<file path="src/source/icache_pkg.sv">
`default_nettype none

package icache_pkg;

    // cache geometry
    localparam int unsigned ADDR_W        = 32;
    localparam int unsigned WAY_NUM       = 2;
    localparam int unsigned SET_NUM       = 128;
    localparam int unsigned LINE_WORDS    = 8;
    localparam int unsigned OFFSET_W      = 5;
    localparam int unsigned INDEX_W       = 7;
    localparam int unsigned TAG_W         = 20;
    localparam int unsigned ROW_W         = 64;
    localparam int unsigned ROWS_PER_LINE = 4;

    // address error on fetch
    localparam logic [5:0] ECODE_ADEF = 6'h08;

    // pc split into cache fields
    typedef struct packed {
        logic [TAG_W-1:0]   tag;
        logic [INDEX_W-1:0] index;
        logic [1:0]         row;
        logic               word;
        logic [1:0]         byte_sel;
    } fetch_fields_t;

    typedef union packed {
        logic [ADDR_W-1:0] raw;
        fetch_fields_t     f;
    } fetch_addr_u;

    typedef struct packed {
        logic             valid;
        logic [TAG_W-1:0] tag;
    } tag_entry_t;

    typedef logic [WAY_NUM-1:0] way_vec_t;

    typedef logic [1:0] fetch_mask_t;

    // lower address word sits in bits 31:0
    typedef logic [ROW_W-1:0] inst_pair_t;

    typedef struct packed {
        fetch_addr_u pc;
        fetch_mask_t mask;
    } miss_req_t;

endpackage

`default_nettype wire

</file>
<file path="src/source/icache_hit_check.sv">
`default_nettype none

module icache_hit_check (
    input  logic                                              clk,
    input  logic                                              rst_n,
    input  logic                                              flush_i,
    input  logic                                              s1_valid_i,
    input  icache_pkg::fetch_addr_u                           s1_pc_i,
    input  icache_pkg::fetch_mask_t                           s1_mask_i,
    input  icache_pkg::tag_entry_t [icache_pkg::WAY_NUM-1:0]  rd_tags_i,
    input  icache_pkg::inst_pair_t [icache_pkg::WAY_NUM-1:0]  rd_data_i,
    output logic                                              miss_o,
    output icache_pkg::miss_req_t                             miss_req_o,
    output logic                                              hit_valid_o,
    output icache_pkg::fetch_addr_u                           hit_pc_o,
    output icache_pkg::inst_pair_t                            hit_data_o,
    output icache_pkg::fetch_mask_t                           hit_mask_o,
    output logic                                              hit_exc_o,
    output logic [5:0]                                        hit_ecode_o
);
    import icache_pkg::*;

    way_vec_t  way_hit;
    logic      active;
    logic      misaligned;
    miss_req_t miss_req_q;

    for (genvar w = 0; w < WAY_NUM; w++) begin : g_cmp
        assign way_hit[w] = rd_tags_i[w].valid && (rd_tags_i[w].tag == s1_pc_i.f.tag);
    end

    // empty mask means no slot wants an answer
    assign active     = s1_valid_i && !flush_i && (|s1_mask_i);
    assign misaligned = |s1_pc_i.f.byte_sel;

    assign hit_valid_o = active && (misaligned || (|way_hit));
    assign miss_o      = active && !misaligned && !(|way_hit);

    assign hit_pc_o    = s1_pc_i;
    assign hit_mask_o  = s1_mask_i;
    assign hit_data_o  = way_hit[1] ? rd_data_i[1] : rd_data_i[0];
    assign hit_exc_o   = misaligned;
    assign hit_ecode_o = misaligned ? ECODE_ADEF : 6'd0;

    // refill engine works from this copy for the whole line
    always_ff @(posedge clk) begin
        if (!rst_n) begin
            miss_req_q <= '0;
        end else if (miss_o) begin
            miss_req_q.pc   <= s1_pc_i;
            miss_req_q.mask <= s1_mask_i;
        end
    end

    assign miss_req_o = miss_req_q;

endmodule

`default_nettype wire

</file>
<file path="config.mk">
export PLATFORM = sky130hd
export DESIGN_NAME = icache_hit_check
export DESIGN_NICKNAME = d
export VERILOG_FILES = /design/src/source/icache_pkg.sv /design/src/source/icache_hit_check.sv
export SDC_FILE = /design/constraint.sdc
export NUM_CORES = 1
export LEC_CHECK = 0
export ABC_AREA = 1
export BUFFER_PORTS_ARGS = -buffer_cell sky130_fd_sc_hd__buf_2
export CORE_AREA = 2 2 136 138
export CTS_BUF_LIST = sky130_fd_sc_hd__clkbuf_16
export DETAILED_ROUTE_END_ITERATION = 10
export DIE_AREA = 0 0 138 140
export GPL_TIMING_DRIVEN = 0
export SETUP_SLACK_MARGIN = 0.15
export SLEW_MARGIN = 20
export SYNTH_ARGS = -nofsm -noshare
export SYNTH_HDL_FRONTEND = slang
export SYNTH_SLANG_ARGS = --single-unit
</file>
<file path="constraint.sdc">
create_clock -name clk -period 1.75 [get_ports clk]
set_input_delay 0.0875 -clock clk [delete_from_list [all_inputs] [get_ports clk]]
set_output_delay 0.0875 -clock clk [all_outputs]
set_load 0.02 [all_outputs]
</file>
==> results.yml <==
cells_and_area:
  multi_input_area_um2: 2390
  final_cell_mix: "buf_2 (263), inv_1 (174), nand2_1 (169), buf_4 (79), buf_6 (56)"
  fin_area_um2: 7230
  final-seq-area_um2: 681
  final_common_cell: "buf_2"
  fin_nets: 1267
  largest_reg_flops: 34
  fillers: 1890
  area_growth_syn_to_layout_pct: 91.1
  drive_gt1_frac: 0.533
logic_synthesis:
  syn_area_um2: 3780
  syn_inst: 693
  synth_cell_types: 22
  synth_area_per_cell_um2: 5.46
  yosysWarnings: 0
  ys_seq_elements: 34
  yosysSeqAreaShare: 0.180
critical_path:
  critical_path_buf_inv_count: 5
  required_ns: 1.66
  path_delay_family: "buffers and inverters"
  arrival_ns: 1.54
  start_kind: "primary input"
  path_cells: "buf_6 -> inv_4 -> o21ai_1 -> nor2_1 -> nand2_1 -> nor2_4 -> nand3_4 -> buf_12 -> clkbuf_16 -> o21ai_4 -> buf_6"
  cp_slowest_cell: "buf_12"
  cp_slowest_stage_delay_ns: 0.20
  critPathMostFrequentCell: "buf_6"
  end_kind: "primary output"
  crit_path_max_fanout: 5
  worstSetupPathType: "in2out"
detailed_routing:
  totalWireLength_mm: 17.6
  viasPerCell: 4.07
  drt_iter0_drc: 172
  drc: 0
  ant_nets: 0
  first_pass_iters: 4
  wl_per_cell_um: 13.7
  vias: 5251
grt:
  grt_pass1_wl_mm: 25.0
  grt_busiest_layer: "met2"
  grt_max_degree: 13
  grt-ovfl-total: 0
  grt_pass1_vias: 4767
  antenna_found_initial: 0
  gr-usage-met3: 0.0356
  grt_usage: 0.160
  use_met2: 0.274
  grt_use_met1: 0.211
timing:
  rsz0062_at_grt: "true"
  setup_viol_count_final: 0
  finClkSkew_ns: 0
  timing.fmax_ghz: 0.614
  min_period_over_period: 0.931
  finalHoldViolCount: 0
  maxSlewViolCount: 0
  post-route-min-period_ns: 1.63
  setup_slack_ns: 0.120
place:
  place_ws_ns: -0.333
  place_hpwl_mm: 13.8
  gp_congestion: 0.825
  placed_area_um2: 5800
  port_buffers: 342
floorplan:
  die_area_um2: 19300
  die_w_um: 138
  pin_count: 349
  initial_core_util: 0.213
  die_h_um: 140
  rows: 49
  coreArea_um2: 17800
power:
  max-vdd-ir-drop_mv: 0.471
  p_per_area_nw_per_um2: 457
  leakagePower_nw: 4.31
cts:
  clk_path_buf_depth: 2
  htreeDepth: 2
  cts_root_buf: "clkbuf_16"
  cts.sinks: 34
  cts_buffers: 5
  cts_tree: "yes"
  insertion_delay_ns: 0.27
  path_clk_slew_ns: 0.06
job:
  cap_violations: 0
run_status:
  status: "completed"
worst_hold_path:
  hold_path_class: "in2reg"
==> report_power, final <==
group / switching, mW / internal, mW / total (mW)
Sequential: 0.0105 / 0.797 / 0.807
Combinational: 0.699 / 0.615 / 1.31
Clock: 0.360 / 0.819 / 1.18
Total: 1.07 / 2.23 / 3.30
==> worst paths after layout <==
kind	endpoint	cells past startpoint	slack [ns]	startpoint
setup / recovery	hit_data_o[6]	11	0.12	s1_pc_i[19]
hold / removal	miss_req_o[30]	5	0.15	s1_pc_i[28]
setup reg to reg	miss_req_o[7]	4	1.14	miss_req_o[7]
hold reg to reg	miss_req_o[2]	2	0.45	miss_req_o[2]
==> worst reg2reg max path, delay by kind of cell, from the launching register on <==
family | cells | cell delay, ns
DFF | 1 | 0.34
and+or+nand+nor | 2 | 0.13
buffers and inverters | 2 | 0.07
==> cell usage after synthesis (all sizes together) <==
cell type | n | area [um^2]
xnor2 | 4 | 35.0
dfxtp | 34 | 681
inv | 191 | 717
or2 | 1 | 6.26
buf | 60 | 482
nor2 | 56 | 210
clkbuf | 10 | 37.5
clkinv | 1 | 3.75
nand4 | 32 | 200
nand2 | 217 | 815
conb | 1 | 3.75
nand3 | 8 | 62.6
xor2 | 2 | 17.5
o21ai | 74 | 498
o211ai | 2 | 15.0
==> layout make-up <==
type                    instances  share of cell area
multi-input cells             401               0.331
repair buffers                355               0.317
inverters                     192               0.103
flip-flops and latches         34              0.0942
plain buffers                  70              0.0879
well taps                     229              0.0396
clock buffers                   5              0.0173
clock inverters                 3             0.00952
diodes                          1            0.000346
==> stage by stage <==
step                total power [mW]  cells  hold WS (ns)  utilization  TNS (ns)
finish                          3.30   1290         0.147        0.407         0
global route                    3.49   1289         0.173        0.406         0
CTS                             3.18   1284         0.149        0.368         0
detailed placement              1.89   1268         0.441        0.326    -10.45
global placement                1.89   1268         0.437        0.326     -8.67
floorplan                       1.42    697         0.288            -         0
==> logic make-up after synthesis <==
group	share of synthesized area
buffers and inverters	0.328
xor gates and xnor gates	0.0139
other	0.000991
and+or+nand+nor	0.342
AOI/OAI and AO/OA	0.136
DFF	0.180
==> per-layer routing <==
layer / up-vias / share of wire
met5: - / 0
met4: 0 / 0.013
met3: 16 / 0.071
met2: 201 / 0.50
met1: 2331 / 0.41
li1: 2703 / -
==> what timing repair did <==
action	CTS	global route
pin swaps	19	25
setup endpoints to repair	66	69
gates cloned	2	1
hold buffers	0	0
resized for setup	143	165
buffers inserted	6	4
No activity file was read; power rests on OpenSTA's default activity.
