### src/source/icache_pkg.sv
`default_nettype none

package icache_pkg;

    // cache geometry
    localparam int unsigned ADDR_W        = 32;
    localparam int unsigned WAY_NUM       = 2;
    localparam int unsigned SET_NUM       = 128;
    localparam int unsigned LINE_WORDS    = 8;
    localparam int unsigned OFFSET_W      = 5;
    localparam int unsigned INDEX_W       = 7;
    localparam int unsigned TAG_W         = 20;
    localparam int unsigned ROW_W         = 64;
    localparam int unsigned ROWS_PER_LINE = 4;

    // address error on fetch
    localparam logic [5:0] ECODE_ADEF = 6'h08;

    // pc split into cache fields
    typedef struct packed {
        logic [TAG_W-1:0]   tag;
        logic [INDEX_W-1:0] index;
        logic [1:0]         row;
        logic               word;
        logic [1:0]         byte_sel;
    } fetch_fields_t;

    typedef union packed {
        logic [ADDR_W-1:0] raw;
        fetch_fields_t     f;
    } fetch_addr_u;

    typedef struct packed {
        logic             valid;
        logic [TAG_W-1:0] tag;
    } tag_entry_t;

    typedef logic [WAY_NUM-1:0] way_vec_t;

    typedef logic [1:0] fetch_mask_t;

    // lower address word sits in bits 31:0
    typedef logic [ROW_W-1:0] inst_pair_t;

    typedef struct packed {
        fetch_addr_u pc;
        fetch_mask_t mask;
    } miss_req_t;

endpackage

`default_nettype wire

### src/source/icache_lookup.sv
`default_nettype none

module icache_lookup (
    input  logic                           clk,
    input  logic                           rst_n,
    input  logic                           flush_i,
    input  logic                           stall_i,
    input  logic                           fetch_valid_i,
    input  icache_pkg::fetch_addr_u        fetch_pc_i,
    input  icache_pkg::fetch_mask_t        fetch_mask_i,
    output logic                           fetch_ready_o,
    output logic [icache_pkg::INDEX_W-1:0] rd_index_o,
    output logic [1:0]                     rd_row_o,
    output logic                           s1_valid_o,
    output icache_pkg::fetch_addr_u        s1_pc_o,
    output icache_pkg::fetch_mask_t        s1_mask_o
);
    import icache_pkg::*;

    logic        valid_q;
    fetch_addr_u pc_q;
    fetch_mask_t mask_q;
    fetch_addr_u rd_pc;

    // nothing is taken while refilling or in a redirect cycle
    assign fetch_ready_o = !stall_i && !flush_i;

    // held pc keeps the array pointed at the stalled line
    assign rd_pc      = stall_i ? pc_q : fetch_pc_i;
    assign rd_index_o = rd_pc.f.index;
    assign rd_row_o   = rd_pc.f.row;

    always_ff @(posedge clk) begin
        if (!rst_n) begin
            valid_q <= 1'b0;
        end else if (flush_i || stall_i) begin
            // stalled entry is answered by the refill engine, drop it here
            valid_q <= 1'b0;
        end else begin
            valid_q <= fetch_valid_i;
        end
    end

    always_ff @(posedge clk) begin
        if (!stall_i) begin
            pc_q   <= fetch_pc_i;
            mask_q <= fetch_mask_i;
        end
    end

    assign s1_valid_o = valid_q;
    assign s1_pc_o    = pc_q;
    assign s1_mask_o  = mask_q;

endmodule

`default_nettype wire

### config.mk
export PLATFORM = sky130hd
export DESIGN_NAME = icache_lookup
export DESIGN_NICKNAME = d
export VERILOG_FILES = /design/src/source/icache_pkg.sv /design/src/source/icache_lookup.sv
export SDC_FILE = /design/constraint.sdc
export NUM_CORES = 1
export LEC_CHECK = 0
export ABC_AREA = 1
export BUFFER_PORTS_ARGS = -buffer_cell sky130_fd_sc_hd__buf_4
export CAP_MARGIN = 5
export CORE_ASPECT_RATIO = 0.5
export CORE_UTILIZATION = 41
export CTS_BUF_LIST = sky130_fd_sc_hd__clkbuf_16
export DETAILED_ROUTE_END_ITERATION = 6
export PLACE_DENSITY = 0.83
export SLEW_MARGIN = 20
export SYNTH_ARGS = -nofsm -noshare
export SYNTH_HDL_FRONTEND = slang
export SYNTH_SLANG_ARGS = --single-unit
### constraint.sdc
create_clock -name clk -period 1.89 [get_ports clk]
set_input_delay 0.189 -clock clk [delete_from_list [all_inputs] [get_ports clk]]
set_output_delay 0.189 -clock clk [all_outputs]
set_load 0.01 [all_outputs]
==> reports/summary.log <==
[placed_design] Place WS 584 ps
[floorplanning] core outline area 0.00237 mm2
[status] outcome complete, no violations
[floorplanning] Die X-Extent 75.2 um
[job] max capacitance violation total 0
[synth] post-synthesis average cell area 15.7 um2
[sta] highest achievable clock rate 823 MHz
[sta] setup repair after global routing missed its margin no
[setup_path] data arrival time of the worst path 1030 ps
[synth] synth top area cells edfxtp_1 68%, dfxtp_1 18%, nand2_1 9.6%
[global_routing] number of antenna violations at the first check in global routing 0
[synth] synthesis-stage register bit count 35
[placed_design] count of port buffers added during placement 83
[synth] Mapped Cells 70
[sta] Setup WS post-layout 675 ps
[setup_path] register-to-register setup slack 1320 ps
[sta] part of the cycle the worst path needs 64.3%
[placed_design] cell count after placement 187
[cells_and_area] Fillers 165
[power] IR drop worst, VDD 812 uV
[power] power density normalized to cell area 1020 mW/mm2
[route] total via count after detailed routing 864
[sta] count of final setup violators 0
[global_routing] vias in the first global route 849
[global_routing] global-route wire length before repair 4.06 mm
[cts] Inserted Clock Buffers 5
[cells_and_area] non-filler instance count after layout 195
[cts] Resize count post-CTS 0
[synth] nets in the synthesized netlist 109
[power] reported leakage power 0.913 nW
[synth] cell type with the highest aggregate area in the netlist edfxtp_1
[hold_path] number of cells on the worst hold path 1
[placed_design] estimated wirelength of the detail-placed design 1.98 mm
[route] final routed wire length divided by cell count 15.2 um
[cells_and_area] final net count 198
[synth] portion of synthesized cell area occupied by the leading cell type 68.3%
[cts] TritonCTS clock tree done
[route] wirelength, routed 2.97 mm
[sta] final number of hold-violating endpoints 0
[hold_path] hold crit path type in -> reg
[setup_path] reg-to-reg startpoint s1_pc_o[3]$_DFF_P_
[cts] maximum level of the CTS H-tree 2
[floorplanning] die height 38.6 um
[route] number of nets still failing antenna checks after routing 0
[route] count of routing violations after the opening detailed-route iteration 37
[synth] Cell Area, Synth 0.00110 mm2
[setup_path] required arrival time at the worst endpoint 1700 ps
[synth] number of warning messages in the yosys log 0
[sta] number of slew-limit violations in the final report 0
[route] final routed DRC violation total 0
[hold_path] Hold Path End s1_pc_o[28]$_DFFE_PN_
[floorplanning] Total Die Area 0.00291 mm2
[setup_path] critical path capture point type output pin
[route] 1st-pass router iterations 4
[sta] Setup Skew 0 ps
[synth] library cells used by synthesis 8
[setup_path] start-to-end type of the worst setup path in -> out
[sta] Post-Route Setup TNS 0 ps
[sta] slew at the pin with the worst max-slew slack 448 ps
[setup_path] critical-path maximum fanout 24
[setup_path] Reg2Reg Capture Point s1_pc_o[3]$_DFF_P_
[cts] clock latency at the later pin of the worst-skew pair 270 ps
[global_routing] Tot GR Track Use 21.1%
[floorplanning] cell row count 12
[placed_design] post-placement cell area 0.00175 mm2
[sta] Final min period 1210 ps
[setup_path] number of cell instances on the worst register-to-register path 2
[floorplanning] Starting Density 46.4%
[cells_and_area] Final Instance Area 0.00189 mm2
[cts] number of clock sinks seen by CTS 35
[sta] tightest slew margin relative to the limit 70.1%
[cts] root buf cell clkbuf_16
[cts] Hold Buf Count CTS 0
[cells_and_area] final standard cell utilization of the core 79.6%
[cts] buffer levels on the longest clock path 2
[cells_and_area] area added between synthesis and finish 71.8%
[route] via density per instance 4.43
[setup_path] crit start category primary input
[cts] CTS clock-pin slew for the worst setup and hold paths 50 ps
[floorplanning] number of I/O pins 84
[cells_and_area] share of cells above drive strength 1 57.5%
[global_routing] pin count of the biggest net entering global routing 25
[cells_and_area] # diodes 0
[hold_path] Hold Crit Start fetch_pc_i[28]
[global_routing] global route total overflow 0
[placed_design] routability congestion estimate from global placement 0.688
[cts] buffers inserted during post-CTS setup optimization 0
[synth] share of synthesized area occupied by flip-flops and latches 86.5%
-- logic make-up (layout without fill, tap and decap cells) --
family	count (synthesis)	in the layout	share of synthesized area, %
AND/OR/NAND/NOR	30	30	10.5
buffers and inverters	5	95	3.07
flip-flops	35	35	86.5
-- sequential cells by signal, indices dropped and copies added (netlist names) --
register,flops
s1_pc_o,32
s1_valid_o,1
s1_mask_o,2
-- synthesized netlist by cell type, drive strengths merged --
cell type and n:
edfxtp 25, buf 2, dfxtp 10, nor2 1, nand2 29, inv 3
-- power by group --
part           total, W  switching (W)  internal (W)
registers      0.000914      0.0000234      0.000890
logic          0.000267       0.000116      0.000151
clock network  0.000746       0.000272      0.000475
-- critical path, cell delays in order --
cell	delay (ps)
buf_4	150
inv_2	350
nand2_1	140
inv_1	80
buf_4	110
-- worst max path at each step --
| stage | start | to | depth (start not counted) |
|---|---|---|---|
| floorplan | stall_i | rd_index_o[0] | 5 |
| global placement | stall_i | s1_pc_o[31]$_DFFE_PN_ | 3 |
| detailed placement | stall_i | s1_pc_o[31]$_DFFE_PN_ | 3 |
| CTS | stall_i | fetch_ready_o | 5 |
| global route | stall_i | rd_index_o[1] | 5 |
| finish | stall_i | fetch_ready_o | 5 |
-- cell usage in the layout, fill, tap and decap left out --
cell type | synthesis | final
buf_4 | 0 | 84
clkbuf_16 | 0 | 5
clkinv_2 | 0 | 1
dfxtp_1 | 10 | 10
edfxtp_1 | 25 | 25
inv_1 | 2 | 4
inv_2 | 1 | 1
nand2_1 | 28 | 28
nand2_2 | 1 | 1
nor2_1 | 1 | 1
-- stage by stage --
step | total power [W] | hold slack, ps
4_1_cts | 0.00194 | 90.2
6_report | 0.00193 | 92.4
2_1_floorplan | 0.00101 | 288
3_3_place_gp | 0.00118 | 367
5_1_grt | 0.00199 | 86.6
3_5_place_dp | 0.00119 | 368
-- layout make-up --
type	instances	area, um2	area share [%]
timing repair buffer	84	631	33.4
inverter	3	11.3	0.596
tap	35	43.8	2.32
clock inverter	3	12.5	0.662
sequential	35	951	50.3
clock buffer	5	125	6.62
multi-input combinational	30	115	6.09
-- layer usage --
layer  vias to the layer above  global-route usage [%]  routed length, um  part of all wire, %
met5                         -                       0                  0                    0
met4                         0                    9.72                 63                  2.1
met3                         8                    6.51                148                  5.0
met2                        37                    39.4               1650                   55
met1                       407                    22.7               1110                   37
li1                        412                       -                  -                    -
Power figures use the tool's default switching activity.
