**src/source/icache_pkg.sv**
```systemverilog
`default_nettype none

package icache_pkg;

    // cache geometry
    localparam int unsigned ADDR_W        = 32;
    localparam int unsigned WAY_NUM       = 2;
    localparam int unsigned SET_NUM       = 128;
    localparam int unsigned LINE_WORDS    = 8;
    localparam int unsigned OFFSET_W      = 5;
    localparam int unsigned INDEX_W       = 7;
    localparam int unsigned TAG_W         = 20;
    localparam int unsigned ROW_W         = 64;
    localparam int unsigned ROWS_PER_LINE = 4;

    // address error on fetch
    localparam logic [5:0] ECODE_ADEF = 6'h08;

    // pc split into cache fields
    typedef struct packed {
        logic [TAG_W-1:0]   tag;
        logic [INDEX_W-1:0] index;
        logic [1:0]         row;
        logic               word;
        logic [1:0]         byte_sel;
    } fetch_fields_t;

    typedef union packed {
        logic [ADDR_W-1:0] raw;
        fetch_fields_t     f;
    } fetch_addr_u;

    typedef struct packed {
        logic             valid;
        logic [TAG_W-1:0] tag;
    } tag_entry_t;

    typedef logic [WAY_NUM-1:0] way_vec_t;

    typedef logic [1:0] fetch_mask_t;

    // lower address word sits in bits 31:0
    typedef logic [ROW_W-1:0] inst_pair_t;

    typedef struct packed {
        fetch_addr_u pc;
        fetch_mask_t mask;
    } miss_req_t;

endpackage

`default_nettype wire

```
**src/source/icache_fill_if.sv**
```systemverilog
`default_nettype none

interface icache_fill_if;
    import icache_pkg::*;

    logic [INDEX_W-1:0] fill_index;
    logic [1:0]         fill_row;
    inst_pair_t         fill_data;
    tag_entry_t         fill_tag;
    way_vec_t           fill_way_we;

    modport writer (
        output fill_index, fill_row, fill_data, fill_tag, fill_way_we
    );

    modport array (
        input fill_index, fill_row, fill_data, fill_tag, fill_way_we
    );

endinterface

`default_nettype wire

```
**src/source/icache_refill.sv**
```systemverilog
`default_nettype none

module icache_refill (
    input  logic                    clk,
    input  logic                    rst_n,
    input  logic                    miss_i,
    input  icache_pkg::miss_req_t   miss_req_i,
    input  logic                    cacop_valid_i,
    input  icache_pkg::fetch_addr_u cacop_addr_i,
    output logic                    cacop_done_o,
    output logic                    mem_req_o,
    output logic [31:0]             mem_addr_o,
    output logic [7:0]              mem_len_o,
    input  logic                    mem_ack_i,
    input  logic                    mem_data_valid_i,
    input  logic [31:0]             mem_data_i,
    icache_fill_if.writer           fill,
    output logic                    stall_o,
    output logic                    refill_valid_o,
    output icache_pkg::fetch_addr_u refill_pc_o,
    output icache_pkg::inst_pair_t  refill_data_o,
    output icache_pkg::fetch_mask_t refill_mask_o
);
    import icache_pkg::*;

    typedef enum logic [1:0] {
        S_IDLE,
        S_REQ,
        S_RECV
    } state_t;

    state_t             state_q;
    logic [2:0]         cnt_q;
    logic [31:0]        lo_word_q;
    inst_pair_t         pair_q;
    logic               done_q;
    logic [SET_NUM-1:0] victim_q;
    fetch_addr_u        mpc;
    logic               victim;
    logic               row_done;
    logic               last_word;

    assign mpc       = miss_req_i.pc;
    assign victim    = victim_q[mpc.f.index];
    assign row_done  = (state_q == S_RECV) && mem_data_valid_i && cnt_q[0];
    assign last_word = row_done && (cnt_q == 3'(LINE_WORDS - 1));

    // maintenance beats a miss seen in the same cycle
    assign cacop_done_o = (state_q == S_IDLE) && cacop_valid_i;

    always_ff @(posedge clk) begin
        if (!rst_n) begin
            state_q  <= S_IDLE;
            cnt_q    <= '0;
            done_q   <= 1'b0;
            victim_q <= '0;
        end else begin
            done_q <= last_word;
            case (state_q)
                S_IDLE: begin
                    if (miss_i && !cacop_valid_i) begin
                        state_q <= S_REQ;
                    end
                end
                S_REQ: begin
                    if (mem_ack_i) begin
                        state_q <= S_RECV;
                        cnt_q   <= '0;
                    end
                end
                S_RECV: begin
                    if (mem_data_valid_i) begin
                        cnt_q <= cnt_q + 3'd1;
                    end
                    if (last_word) begin
                        state_q                <= S_IDLE;
                        victim_q[mpc.f.index] <= !victim;
                    end
                end
                default: state_q <= S_IDLE;
            endcase
        end
    end

    // even words wait here for their odd partner
    always_ff @(posedge clk) begin
        if ((state_q == S_RECV) && mem_data_valid_i && !cnt_q[0]) begin
            lo_word_q <= mem_data_i;
        end
        if (row_done && (cnt_q[2:1] == mpc.f.row)) begin
            pair_q <= {mem_data_i, lo_word_q};
        end
    end

    always_comb begin
        fill.fill_index  = cacop_addr_i.f.index;
        fill.fill_row    = cacop_addr_i.f.row;
        fill.fill_data   = {mem_data_i, lo_word_q};
        fill.fill_tag    = '0;
        fill.fill_way_we = '0;
        if (state_q == S_RECV) begin
            fill.fill_index     = mpc.f.index;
            fill.fill_row       = cnt_q[2:1];
            fill.fill_tag.valid = 1'b1;
            fill.fill_tag.tag   = mpc.f.tag;
            if (row_done) begin
                fill.fill_way_we = way_vec_t'(1) << victim;
            end
        end else if (cacop_done_o) begin
            // index invalidate, way picked by address bit 0
            fill.fill_way_we = way_vec_t'(1) << cacop_addr_i.raw[0];
        end
    end

    assign mem_req_o  = state_q == S_REQ;
    assign mem_addr_o = {mpc.f.tag, mpc.f.index, {OFFSET_W{1'b0}}};
    assign mem_len_o  = 8'(LINE_WORDS);

    assign stall_o        = (state_q != S_IDLE) || miss_i;
    assign refill_valid_o = done_q;
    assign refill_pc_o    = mpc;
    assign refill_data_o  = pair_q;
    assign refill_mask_o  = miss_req_i.mask;

endmodule

`default_nettype wire

```
**src/flat_wrapper.sv**
```systemverilog
// flat-port wrapper written by rule: the top's interface ports become plain ports
module icache_refill_flat import icache_pkg::*;
  (clk, rst_n, miss_i, miss_req_i, cacop_valid_i, cacop_addr_i, cacop_done_o, mem_req_o, mem_addr_o, mem_len_o, mem_ack_i, mem_data_valid_i, mem_data_i, stall_o, refill_valid_o, refill_pc_o, refill_data_o, refill_mask_o, fill_fill_index, fill_fill_row, fill_fill_data, fill_fill_tag, fill_fill_way_we);
  icache_fill_if fill_i ();
  input  logic clk;
  input  logic rst_n;
  input  logic miss_i;
  input  icache_pkg::miss_req_t miss_req_i;
  input  logic cacop_valid_i;
  input  icache_pkg::fetch_addr_u cacop_addr_i;
  output logic cacop_done_o;
  output logic mem_req_o;
  output logic [31:0] mem_addr_o;
  output logic [7:0] mem_len_o;
  input  logic mem_ack_i;
  input  logic mem_data_valid_i;
  input  logic [31:0] mem_data_i;
  output logic stall_o;
  output logic refill_valid_o;
  output icache_pkg::fetch_addr_u refill_pc_o;
  output icache_pkg::inst_pair_t refill_data_o;
  output icache_pkg::fetch_mask_t refill_mask_o;
  output wire logic [$bits(fill_i.fill_index)-1:0] fill_fill_index;
  output wire logic [$bits(fill_i.fill_row)-1:0] fill_fill_row;
  output wire logic [$bits(fill_i.fill_data)-1:0] fill_fill_data;
  output wire logic [$bits(fill_i.fill_tag)-1:0] fill_fill_tag;
  output wire logic [$bits(fill_i.fill_way_we)-1:0] fill_fill_way_we;
  assign fill_fill_index = fill_i.fill_index;
  assign fill_fill_row = fill_i.fill_row;
  assign fill_fill_data = fill_i.fill_data;
  assign fill_fill_tag = fill_i.fill_tag;
  assign fill_fill_way_we = fill_i.fill_way_we;
  icache_refill u_core (.clk(clk), .rst_n(rst_n), .miss_i(miss_i), .miss_req_i(miss_req_i), .cacop_valid_i(cacop_valid_i), .cacop_addr_i(cacop_addr_i), .cacop_done_o(cacop_done_o), .mem_req_o(mem_req_o), .mem_addr_o(mem_addr_o), .mem_len_o(mem_len_o), .mem_ack_i(mem_ack_i), .mem_data_valid_i(mem_data_valid_i), .mem_data_i(mem_data_i), .fill(fill_i), .stall_o(stall_o), .refill_valid_o(refill_valid_o), .refill_pc_o(refill_pc_o), .refill_data_o(refill_data_o), .refill_mask_o(refill_mask_o));
endmodule
```
**config.mk**
```make
export PLATFORM = sky130hd
export DESIGN_NAME = icache_refill_flat
export DESIGN_NICKNAME = d
export VERILOG_FILES = /design/src/source/icache_pkg.sv /design/src/source/icache_fill_if.sv /design/src/source/icache_refill.sv /design/src/flat_wrapper.sv
export SDC_FILE = /design/constraint.sdc
export NUM_CORES = 1
export LEC_CHECK = 0
export ABC_AREA = 0
export BUFFER_PORTS_ARGS = -buffer_cell sky130_fd_sc_hd__buf_2
export CAP_MARGIN = 5
export CELL_PAD_IN_SITES_DETAIL_PLACEMENT = 1
export CELL_PAD_IN_SITES_GLOBAL_PLACEMENT = 2
export CORE_UTILIZATION = 32
export CTS_BUF_LIST = sky130_fd_sc_hd__clkbuf_4 sky130_fd_sc_hd__clkbuf_8
export DETAILED_ROUTE_END_ITERATION = 8
export PLACE_DENSITY_LB_ADDON = 0.1
export REMOVE_ABC_BUFFERS = 1
export SLEW_MARGIN = 20
export SYNTH_ARGS = -nofsm -noshare
export SYNTH_HDL_FRONTEND = slang
export SYNTH_SLANG_ARGS = --single-unit
```
**constraint.sdc**
```tcl
create_clock -name clk -period 7.9 [get_ports clk]
set_input_delay 1.185 -clock clk [delete_from_list [all_inputs] [get_ports clk]]
set_output_delay 1.185 -clock clk [all_outputs]
set_load 0.01 [all_outputs]
```
==> impl_metrics.yaml <==
critical_path:
  critPathBufInv: 3
  crit_path_end_kind: "output port"
  slowest_delay_ns: 0.81
  crit_fanout: 38
  required_ns: 6.71
  worstPathCellList: "buf_2, buf_4, mux4_2, a22oi_1, a21oi_1, a311oi_4, nor4b_1, a22o_1, buf_2"
  cp_top_family: "buffers and inverters"
  crit_arrival_ns: 4.70
  cpMostUsedCell: "buf_2"
  worstSetupPathType: "input pin to output port"
  worstSetupStartpointType: "input pin"
  slowest_stage: "nor4b_1"
run:
  drv_cap: 0
placement:
  hpwlAfterDp_mm: 25.85
  portBuffers: 296
  dp_cells: 1722
  place_ws_ns: 1.951
  placed_cell_area_um2: 12430
  gp_congestion: 0.7389
die:
  io_pins: 342
  fp.dieH_um: 190.8
  start_util_pct: 32.76
  fp.dieW_um: 190.8
  rows: 68
  die_area_um2: 36390
  fp.coreArea_um2: 34800
cells_and_area:
  multi_input_area_um2: 4621
  nFillCells: 4003
  antennaDiodeCount: 0
  final_cell_count_no_fill: 1798
  final_util_pct: 38.31
  syn_to_final_growth_pct: 16.92
  fin_nets: 1418
  regArea_um2: 5565
  stdcell_area_um2: 13330
  drive_gt1_share_pct: 32.24
grt:
  grt_pass1_vias: 9486
  grt_antenna_before_repair: 0
  grt-ovfl-total: 0
  grt_usage_pct: 22.15
  grt_start_max_net_pins: 92
  grt_pass1_wl_mm: 60.93
cts:
  cts_setup_buffers: 0
  cts_root_buffer: "clkbuf_8"
  clockBufferDepth: 3
  cts_tree: "done"
  clock_latency_ns: 0.57
  clock_sink_count: 230
  htree_levels: 2
  postCtsResizedCells: 0
  cts.clk_slew.worst_paths_ns: 0.06
  cts_hold_buf: 0
  cts_buffers: 43
synth:
  netlist.area_leader.share_pct: 25.29
  synthArstFlopShare_pct: 0
  syn-cell-area_um2: 11400
  synthFlopType: "dfxtp_1"
  synth_edf_count: 96
  synth_commonest_cells: "dfxtp_1, o21ai_0, buf_4"
  synth_area_per_cell_um2: 10.06
  synthDistinctLibCells: 56
  synth-seq-area-share_pct: 48.81
  ys_warn_count: 0
  synth_cells: 1133
  synth_area_leaders: "edfxtp_1, dfxtp_1, buf_4"
  synth_most_common_cell: "dfxtp_1"
  ys_seq_elements: 230
  yosys.area.top_type: "edfxtp_1"
sta:
  rsz0062_at_grt: "false"
  report.final.slew_viol_count: 0
  finalCritPeriodShare_pct: 74.45
  fin_worst_skew_ns: 0.02139
  fin_crit_ns: 5.882
  setup_tns_ns: 0
  fin_hold_ws_ns: 0.4374
  hold_violations: 0
  worstMarginPinSlew_ns: 1.091
  max_freq_ghz: 0.1700
  setup_viol: 0
  maxSlewHeadroom_pct: 26.73
  setup_slack_ns: 2.018
route:
  wl_per_cell_um: 22.70
  drtIter0Drc: 442
  vias: 9485
  route.detailed.drc: 0
  wl_mm: 40.82
  ant_nets: 0
  drt_first_pass_iters: 4
  vias_per_cell: 5.275
pwr:
  power_switching_mw: 0.6551
  pwr_density_cell_nw_per_um2: 198.6
  peakVddDrop_mv: 0.09946
  seqPwrFrac_pct: 46.8
  p_int_mw: 1.992
  p_leak_nw: 4.979
  clock_power_share_pct: 45.6
  p_sw_share_pct: 24.75
  comb_power_share_pct: 7.5
  power.total_mw: 2.647
status:
  outcome: "completed"
hold_path:
  hp-class: "flip-flop to flip-flop"
-- worst reg2reg max path: cells and delay by family, from the launching register on --
family,cells,cell delay (ns)
AND/OR/NAND/NOR,4,1.31
AO/OA/AOI/OAI,1,0.28
flip-flops,1,0.47
adder cells (fa/ha/maj),2,0.53
buffers and inverters,1,0.36
-- sequential cells by signal, summed over array words and instances, names as in the netlist --
register / flops
u_core.cnt_q: 3
u_core.state_q: 2
u_core.lo_word_q: 32
u_core.refill_data_o: 64
u_core.refill_valid_o: 1
u_core.victim_q: 128
-- power groups by stage --
stage                     logic [mW]  registers [mW]  clock network, mW
after CTS                      0.202            1.24               1.25
after detailed placement       0.201            1.27                  0
after global routing           0.215            1.24               1.31
final                          0.199            1.24               1.21
after floorplan               0.0602            1.27                  0
after global placement         0.201            1.26                  0
-- path summary, 6_finish.rpt --
check	startpoint	to	slack, ns	cells after the start
worst min-delay path	u_core.lo_word_q[12]$_DFFE_PP_	u_core.refill_data_o[12]$_DFFE_PP_	0.44	0
worst max register to register	u_core.cnt_q[0]$_SDFFE_PN0P_	u_core.victim_q[93]$_SDFFE_PN0P_	4.90	8
worst min register to register	u_core.lo_word_q[12]$_DFFE_PP_	u_core.refill_data_o[12]$_DFFE_PP_	0.44	0
worst max-delay path	miss_req_i[8]	fill_fill_way_we[0]	2.02	9
-- placed cells by master, fill, tap and decap left out, types with 22 or more instances in the layout --
master / count
clkbuf_8: 53
edfxtp_1: 96
nand2_1: 93
o41ai_1: 67
and2_1: 87
buf_2: 295
a21boi_1: 60
dfxtp_1: 134
o21ai_0: 131
nand3_1: 83
nor2_1: 22
buf_4: 23
-- cell type report --
type | count | share of cell area (%)
flip-flops and latches | 230 | 41.75
multi-input cells | 712 | 34.66
repair buffers | 318 | 12.37
clock buffers | 64 | 6.092
well taps | 455 | 4.271
clock inverters | 12 | 0.6570
inverters | 7 | 0.1971
-- cells by family (layout without fill, tap and decap cells) --
logic type,count (synthesis),in the layout,synth area share (%)
and+or+nand+nor,350,350,16.12
AOI/OAI and AO/OA,313,313,18.48
DFF,230,230,48.81
buffers and inverters,202,401,11.48
muxes,32,32,4.664
adders and majority gates,2,2,0.2195
other,2,13,0.06587
xor gates and xnor gates,2,2,0.1537
-- per-layer routing --
metal | vias up | track usage, % | part of all wire [%]
met4 | 0 | 4.985 | 1.4
li1 | 4398 | - | -
met2 | 281 | 37.39 | 49
met5 | - | 0 | 0
met3 | 45 | 3.773 | 4.5
met1 | 4761 | 29.37 | 45
Power figures use the tool's default switching activity.
